$ cat src/design/logCorrPkg.sv
`default_nettype none

package logCorrPkg;

	localparam int logWidth = 14;
	localparam int charWidth = 5;
	localparam int mantWidth = 7;
	localparam int scoreWidth = 24;

	// log word, seen as fields or as a plain vector
	typedef union packed {
		struct packed {
			logic sign;
			logic zero;
			logic [charWidth-1:0] charac;
			logic [mantWidth-1:0] mant;
		} f;
		logic [logWidth-1:0] raw;
	} logWord_t;

	// leading-one position becomes the characteristic,
	// the bits below it become the mantissa
	function automatic logWord_t byteToLog(input logic [7:0] mag, input logic sign);
		logWord_t word;
		logic [2:0] lead;
		logic [7:0] aligned;
		lead = '0;
		for (int i = 1; i < 8; i++) begin
			if (mag[i]) begin
				lead = 3'(i);
			end
		end
		// drop the leading one off the top
		aligned = mag << (3'd7 - lead);
		word.raw = '0;
		if (mag == 8'd0) begin
			word.f.zero = 1'b1;
		end else begin
			word.f.sign = sign;
			word.f.charac = charWidth'(lead);
			word.f.mant = aligned[mantWidth-1:0];
		end
		return word;
	endfunction

	// antilog of a summed log pair, fraction bits truncated
	function automatic logic [scoreWidth-1:0] logToInt(
		input logic [charWidth:0] charSum,
		input logic [mantWidth:0] mantSum
	);
		logic [charWidth+1:0] shiftAmt;
		logic [31:0] scaled;
		// mantissa carry moves into the characteristic
		shiftAmt = {1'b0, charSum} + (charWidth + 2)'(mantSum[mantWidth]);
		scaled = {24'd0, 1'b1, mantSum[mantWidth-1:0]} << shiftAmt;
		return scaled[mantWidth +: scoreWidth];
	endfunction

endpackage

`default_nettype wire

$ cat src/design/descEncoder.sv
`timescale 1ns/100ps
`default_nettype none

module descEncoder #(
	parameter int numPixels = 16,
	localparam int wordAw = (numPixels > 4) ? $clog2(numPixels / 4) : 1
) (
	input  logic clk,
	input  logic rst,
	input  logic [31:0] descData,
	input  logic descValid,
	output logic wrEn,
	output logic [wordAw-1:0] wrAddr,
	output logic [4*logCorrPkg::logWidth-1:0] wrData,
	output logic descLoaded
);
	import logCorrPkg::*;

	localparam int numWords = numPixels / 4;
	localparam logic stWait = 1'b0;
	localparam logic stLoad = 1'b1;

	logic state;
	logic nextState;
	logic [31:0] wordReg;
	logic [wordAw-1:0] wordCnt;
	logic lastWord;
	logWord_t pixLog [4];

	assign wrEn = (state == stLoad);
	assign wrAddr = wordCnt;
	assign lastWord = (wordCnt == wordAw'(numWords - 1));

	// a strobe during load keeps the FSM in load for the next word
	always_comb begin
		nextState = state;
		case (state)
			stWait: begin
				if (descValid) begin
					nextState = stLoad;
				end
			end
			stLoad: begin
				if (!descValid) begin
					nextState = stWait;
				end
			end
			default: begin
				nextState = stWait;
			end
		endcase
	end

	always_ff @(posedge clk, posedge rst) begin
		if (rst) begin
			state <= stWait;
			wordCnt <= '0;
			descLoaded <= 1'b0;
		end else begin
			state <= nextState;
			if (wrEn) begin
				wordCnt <= lastWord ? '0 : wordCnt + 1'b1;
				if (lastWord) begin
					descLoaded <= 1'b1;
				end
			end
		end
	end

	always_ff @(posedge clk) begin
		if (descValid) begin
			wordReg <= descData;
		end
	end

	// byte 31..24 is the first pixel of the word
	always_comb begin
		for (int k = 0; k < 4; k++) begin
			pixLog[k] = byteToLog(wordReg[(3 - k) * 8 +: 8], 1'b0);
			wrData[(3 - k) * logWidth +: logWidth] = pixLog[k].raw;
		end
	end

endmodule

`default_nettype wire

$ cat src/design/descStore.sv
`timescale 1ns/100ps
`default_nettype none

module descStore #(
	parameter int numPixels = 16,
	localparam int wordAw = (numPixels > 4) ? $clog2(numPixels / 4) : 1,
	localparam int pixAw = $clog2(numPixels)
) (
	input  logic clk,
	input  logic rst,
	input  logic wrEn,
	input  logic [wordAw-1:0] wrAddr,
	input  logic [4*logCorrPkg::logWidth-1:0] wrData,
	input  logic [pixAw-1:0] rdAddr,
	output logic [logCorrPkg::logWidth-1:0] rdData
);
	import logCorrPkg::*;

	logic [logWidth-1:0] mem [numPixels];

	// one word fills four neighbouring pixels
	always_ff @(posedge clk, posedge rst) begin
		if (rst) begin
			for (int i = 0; i < numPixels; i++) begin
				mem[i] <= '0;
			end
		end else if (wrEn) begin
			for (int k = 0; k < 4; k++) begin
				mem[int'(wrAddr) * 4 + k] <= wrData[(3 - k) * logWidth +: logWidth];
			end
		end
	end

	assign rdData = mem[rdAddr];

endmodule

`default_nettype wire

$ cat src/design/logCorrTop.sv
`timescale 1ns/100ps
`default_nettype none

module logCorrTop #(
	parameter int numPixels = 16
) (
	input  logic clk,
	input  logic rst,
	input  logic [31:0] descData,
	input  logic descValid,
	input  logic signed [7:0] winPixel,
	input  logic winValid,
	output logic descLoaded,
	output logic signed [logCorrPkg::scoreWidth-1:0] score,
	output logic scoreValid
);
	import logCorrPkg::*;

	localparam int wordAw = (numPixels > 4) ? $clog2(numPixels / 4) : 1;
	localparam int pixAw = $clog2(numPixels);

	logic wrEn;
	logic [wordAw-1:0] wrAddr;
	logic [4*logWidth-1:0] wrData;
	logic [pixAw-1:0] rdAddr;
	logic [logWidth-1:0] rdData;

	// producer
	descEncoder #(.numPixels(numPixels)) encoder0 (
		.clk(clk),
		.rst(rst),
		.descData(descData),
		.descValid(descValid),
		.wrEn(wrEn),
		.wrAddr(wrAddr),
		.wrData(wrData),
		.descLoaded(descLoaded)
	);

	descStore #(.numPixels(numPixels)) store0 (
		.clk(clk),
		.rst(rst),
		.wrEn(wrEn),
		.wrAddr(wrAddr),
		.wrData(wrData),
		.rdAddr(rdAddr),
		.rdData(rdData)
	);

	// consumer
	windowCorrelator #(.numPixels(numPixels)) corr0 (
		.clk(clk),
		.rst(rst),
		.winPixel(winPixel),
		.winValid(winValid),
		.rdAddr(rdAddr),
		.rdData(rdData),
		.score(score),
		.scoreValid(scoreValid)
	);

endmodule

`default_nettype wire

$ cat src/design/windowCorrelator.sv
`timescale 1ns/100ps
`default_nettype none

module windowCorrelator #(
	parameter int numPixels = 16,
	localparam int pixAw = $clog2(numPixels)
) (
	input  logic clk,
	input  logic rst,
	input  logic signed [7:0] winPixel,
	input  logic winValid,
	output logic [pixAw-1:0] rdAddr,
	input  logic [logCorrPkg::logWidth-1:0] rdData,
	output logic signed [logCorrPkg::scoreWidth-1:0] score,
	output logic scoreValid
);
	import logCorrPkg::*;

	logic [pixAw-1:0] pixIdx;
	logic lastPix;
	logic [7:0] winMag;

	// stage 1
	logWord_t winLog;
	logWord_t descLog;
	logic validS1;
	logic lastS1;

	// stage 2
	logic [charWidth:0] charSum;
	logic [mantWidth:0] mantSum;
	logic [scoreWidth-1:0] prodMag;
	logic signed [scoreWidth-1:0] product;
	logic signed [scoreWidth-1:0] accBase;
	logic signed [scoreWidth-1:0] acc;
	logic lastS2;

	assign rdAddr = pixIdx;
	assign lastPix = (pixIdx == pixAw'(numPixels - 1));

	// -128 folds to magnitude 128
	assign winMag = winPixel[7] ? 8'(-winPixel) : 8'(winPixel);

	always_ff @(posedge clk, posedge rst) begin
		if (rst) begin
			pixIdx <= '0;
		end else if (winValid) begin
			if (lastPix) begin
				pixIdx <= '0;
			end else begin
				pixIdx <= pixIdx + 1'b1;
			end
		end
	end

	// pixel and descriptor log words for the product
	always_ff @(posedge clk) begin
		if (winValid) begin
			winLog <= byteToLog(winMag, winPixel[7]);
			descLog.raw <= rdData;
		end
	end

	// log add is the multiply
	always_comb begin
		charSum = {1'b0, winLog.f.charac} + {1'b0, descLog.f.charac};
		mantSum = {1'b0, winLog.f.mant} + {1'b0, descLog.f.mant};
		prodMag = logToInt(charSum, mantSum);
		if (winLog.f.zero || descLog.f.zero) begin
			product = '0;
		end else if (winLog.f.sign ^ descLog.f.sign) begin
			product = -$signed(prodMag);
		end else begin
			product = $signed(prodMag);
		end
	end

	// restart once the previous window's sum has been taken
	assign accBase = lastS2 ? '0 : acc;

	always_ff @(posedge clk, posedge rst) begin
		if (rst) begin
			validS1 <= 1'b0;
			lastS1 <= 1'b0;
			lastS2 <= 1'b0;
			acc <= '0;
			scoreValid <= 1'b0;
		end else begin
			validS1 <= winValid;
			lastS1 <= winValid & lastPix;
			lastS2 <= lastS1;
			scoreValid <= lastS2;
			if (validS1) begin
				acc <= accBase + product;
			end else begin
				acc <= accBase;
			end
		end
	end

	// final sum of the window
	always_ff @(posedge clk) begin
		if (lastS2) begin
			score <= acc;
		end
	end

endmodule

`default_nettype wire

$ cat config.mk
export PLATFORM = sky130hd
export DESIGN_NAME = logCorrTop
export DESIGN_NICKNAME = d
export VERILOG_FILES = /design/src/design/logCorrPkg.sv /design/src/design/descEncoder.sv /design/src/design/descStore.sv /design/src/design/logCorrTop.sv /design/src/design/windowCorrelator.sv
export SDC_FILE = /design/constraint.sdc
export NUM_CORES = 1
export LEC_CHECK = 0
export BUFFER_PORTS_ARGS = -buffer_cell sky130_fd_sc_hd__buf_2
export CAP_MARGIN = 40
export CORE_MARGIN = 4
export CORE_UTILIZATION = 50
export DETAILED_ROUTE_END_ITERATION = 8
export PLACE_DENSITY = 0.65
export SLEW_MARGIN = 20
export SYNTH_ARGS = -nofsm -noshare
export SYNTH_HDL_FRONTEND = slang
export SYNTH_HIERARCHICAL = 1
export SYNTH_SLANG_ARGS = --single-unit
$ cat constraint.sdc
create_clock -name clk -period 10.8 [get_ports clk]
set_input_delay 2.16 -clock clk [delete_from_list [all_inputs] [get_ports clk]]
set_output_delay 2.16 -clock clk [all_outputs]
set_load 0.05 [all_outputs]
==> flow_summary.ini <==
[outcome]
status = complete, no violations

[die]
die-width_um = 203.3
start_util_pct = 50.63
num_io_pins = 70
core_area_um2 = 37670
die_h_um = 203.3
die_area_um2 = 41330
rows = 71

[routing]
first_iter_violations = 686
wl_um = 43510
drtPass1Iterations = 5
top_layer = met4
wl_per_cell_um = 19.87
route.met3.wl_um = 1827
route.met2.wl_um = 21460
vias = 12860
wl_met1_um = 19330
drc_errors = 0
ant_nets = 0
routed_via_density = 5.873

[sta]
skew_ns = 0.02738
drv_slew = 0
period_needed_ns = 8.599
worst_pin_slew_ns = 0.8382
rsz0062_at_grt = false
slew_headroom_pct = 43.69
hold_violations = 0
finalCritPeriodShare_pct = 79.62
fmax_mhz = 116.3
setup_viol = 0
final.setup.tns_ns = 0

[global_routing]
grt_pass1_vias = 13120
grt_max_degree = 87
overflow = 0
grt_pass1_wl_um = 71100
antenna_found_initial = 0
globalRouteTotalUtil_pct = 21.18

[clock_tree]
post_cts_buffers = 0
cts_tree = done
numCtsBuffers = 39
cts_max_path_buffers = 3
clkLatencyLatePin_ns = 0.56
cts.sinks = 342
clockRootBuffer = clkbuf_16
cts_hold_buf = 0
htreeDepth = 2
path_clk_slew_ns = 0.06
cts_resized = 0

[power_and_ir_drop]
power_mw = 7.707
power_density_nw_per_um2 = 362.0
max-vdd-ir-drop_uv = 168.7
p_leak_nw = 8.611

[worst_hold_path]
min_path_type = flop to flop

[yosys]
syn_area_um2 = 19070
ys_types = 96
synth_edf_count = 82
synth-main-ff-cell = dfrtp_1
ys_seq_area_share_pct = 47.03
syn_avg_cell_area_um2 = 11.96
synthCells = 1594
ys_ff_latch = 342
yosys_warnings = 6
synthArstFlopShare_pct = 76.02

[place]
gp_congestion = 0.8954
place_hpwl_um = 29680
portBuffers = 69

[worst_setup_path]
path_buf_inv = 1
max_stage_delay_ns = 0.95
slowest_stage = fa_1
cp_top_family = compound AO/OA/AOI/OAI gates
worstPathRequired_ns = 11.25
end_kind = flop
cpMostUsedCell = o21ai_1
path_max_fanout = 21
cp_data_arrival_time_ns = 9.05
startpoint_type = flop
crit_type = flop to flop

[finish]
syn2layout_area_growth_pct = 11.66
nets = 1732
drive_above_1_share_pct = 16.91
antennaDiodeCount = 0

[run]
drv_cap = 0
==> worst register-to-register path, delay by kind of cell, from the launching register on <==
kind,cells,cell delay [ns]
DFF,1,0.37
adders and majority gates,4,2.22
muxes,1,0.31
buffers and inverters,1,0.07
xor gates and xnor gates,2,0.29
and+or+nand+nor,7,1.16
AOI/OAI and AO/OA,16,4.11
==> cell usage in the layout (no fill, tap or decap), types with 11 or more instances in the layout <==
master and instances:
a211oi_1 15, a21o_1 17, a21oi_1 65, a22oi_1 34, a31oi_1 11, buf_2 70, buf_4 17, clkbuf_16 41
conb_1 13, dfrtp_1 257, edfxtp_1 82, ha_1 36, inv_1 42, mux2_1 227, mux2_2 21, mux4_2 56
nand2_1 78, nand2b_1 17, nand3_1 26, nor2_1 120, nor2b_1 50, nor3_1 28, o21ai_0 44, o31ai_1 13
xnor2_1 36, xor2_1 20
==> synthesized netlist by cell type, types with 5 or more instances <==
cell | instances | area [um^2]
nand2b_1 | 17 | 106.4
dfrtp_1 | 260 | 6506
nor2_1 | 121 | 454.2
and2_1 | 7 | 43.79
and3_1 | 5 | 31.28
mux4_2 | 56 | 1261
a22oi_1 | 34 | 255.2
o21a_1 | 8 | 60.06
a211oi_1 | 15 | 112.6
a31oi_1 | 11 | 68.82
edfxtp_1 | 82 | 2462
nand3_1 | 27 | 135.1
ha_1 | 36 | 450.4
mux2_1 | 227 | 2556
o21bai_1 | 6 | 45.04
a21o_1 | 17 | 127.6
o31ai_1 | 13 | 97.59
mux2i_1 | 10 | 100.1
o21ai_0 | 44 | 220.2
inv_1 | 43 | 161.4
xnor2_1 | 36 | 315.3
nand2_1 | 78 | 292.8
or3_1 | 9 | 56.30
o31a_1 | 5 | 43.79
mux2_2 | 21 | 236.5
a211o_1 | 5 | 43.79
a41oi_1 | 7 | 61.31
buf_6 | 5 | 56.30
o211ai_1 | 6 | 45.04
nor3_1 | 28 | 140.1
xor2_1 | 20 | 175.2
o221ai_1 | 6 | 52.55
o22ai_1 | 7 | 43.79
nor2b_1 | 52 | 325.3
nor4_1 | 10 | 62.56
nand4_1 | 7 | 43.79
buf_2 | 42 | 210.2
buf_4 | 18 | 135.1
a21oi_1 | 65 | 325.3
clkbuf_1 | 27 | 101.4
==> metrics by stage <==
step	cells	hold slack, ns	cell area, um^2	worst slack (ns)	util (%)
finish	2190	0.3471	21290	2.201	56.53
global route	2190	0.3594	21290	1.592	56.53
CTS	2185	0.3491	21160	2.236	56.19
detailed placement	2113	0.3346	19820	2.236	52.62
global placement	2106	0.3316	19730	2.259	52.39
floorplan	1605	0.3312	19110	2.506	-
==> final timing paths <==
check	from	endpoint	slack, ns	cells past startpoint
max reg2reg	corr0/descLog[2]	corr0/acc[23]	2.20	31
min reg2reg	corr0/lastS1	corr0/lastS2	0.35	0
max	corr0/descLog[2]	corr0/acc[23]	2.20	31
min	corr0/lastS1	corr0/lastS2	0.35	0
min in group asynchronous	rst	encoder0/wrAddr[1]	1.60	2
max in group asynchronous	rst	store0/mem[48]	7.67	5
==> area by class of cell <==
| type | instances | area [um^2] |
|---|---|---|
| inverter | 45 | 176.4 |
| clock buffer | 56 | 1162 |
| multi-input combinational | 1123 | 9475 |
| timing repair buffer | 97 | 685.7 |
| clock inverter | 16 | 178.9 |
| fill | 3198 | 16370 |
| sequential | 342 | 8975 |
| tap | 511 | 639.4 |
==> registers in the layout, summed over array words and instances, names as in the netlist <==
signal and cells:
corr0/scoreValid 1, encoder0/wordReg 32, corr0/rdAddr 4, encoder0/descLoaded 1, encoder0/wrAddr 2, corr0/validS1 1, corr0/descLog 14, encoder0/wrEn 1
corr0/lastS2 1, corr0/acc 24, corr0/score 24, store0/mem 224, corr0/lastS1 1, corr0/winLog 12
==> report_power, final <==
group,leakage (nW),switching (mW),internal [mW]
Clock,0.664,0.540,0.806
Combinational,4.10,2.36,1.85
Sequential,3.85,0.296,1.86
Total,8.61,3.20,4.51
==> kinds of logic after synthesis <==
family	after synthesis	share of synthesized area, %
simple gates	394	10.51
flops	342	47.03
mux	314	21.78
compound gates	306	11.69
buf+inv	140	3.589
xor+xnor	56	2.572
fa+ha+maj	40	2.782
other cells	2	0.03938
==> metal layers <==
layer / GRT usage (%) / up-vias
li1: - / 6034
met1: 28.73 / 6434
met2: 36.40 / 325
met3: 3.021 / 69
met4: 5.131 / 0
met5: 0 / -
Note: power is estimated with default switching activity, not from simulation.
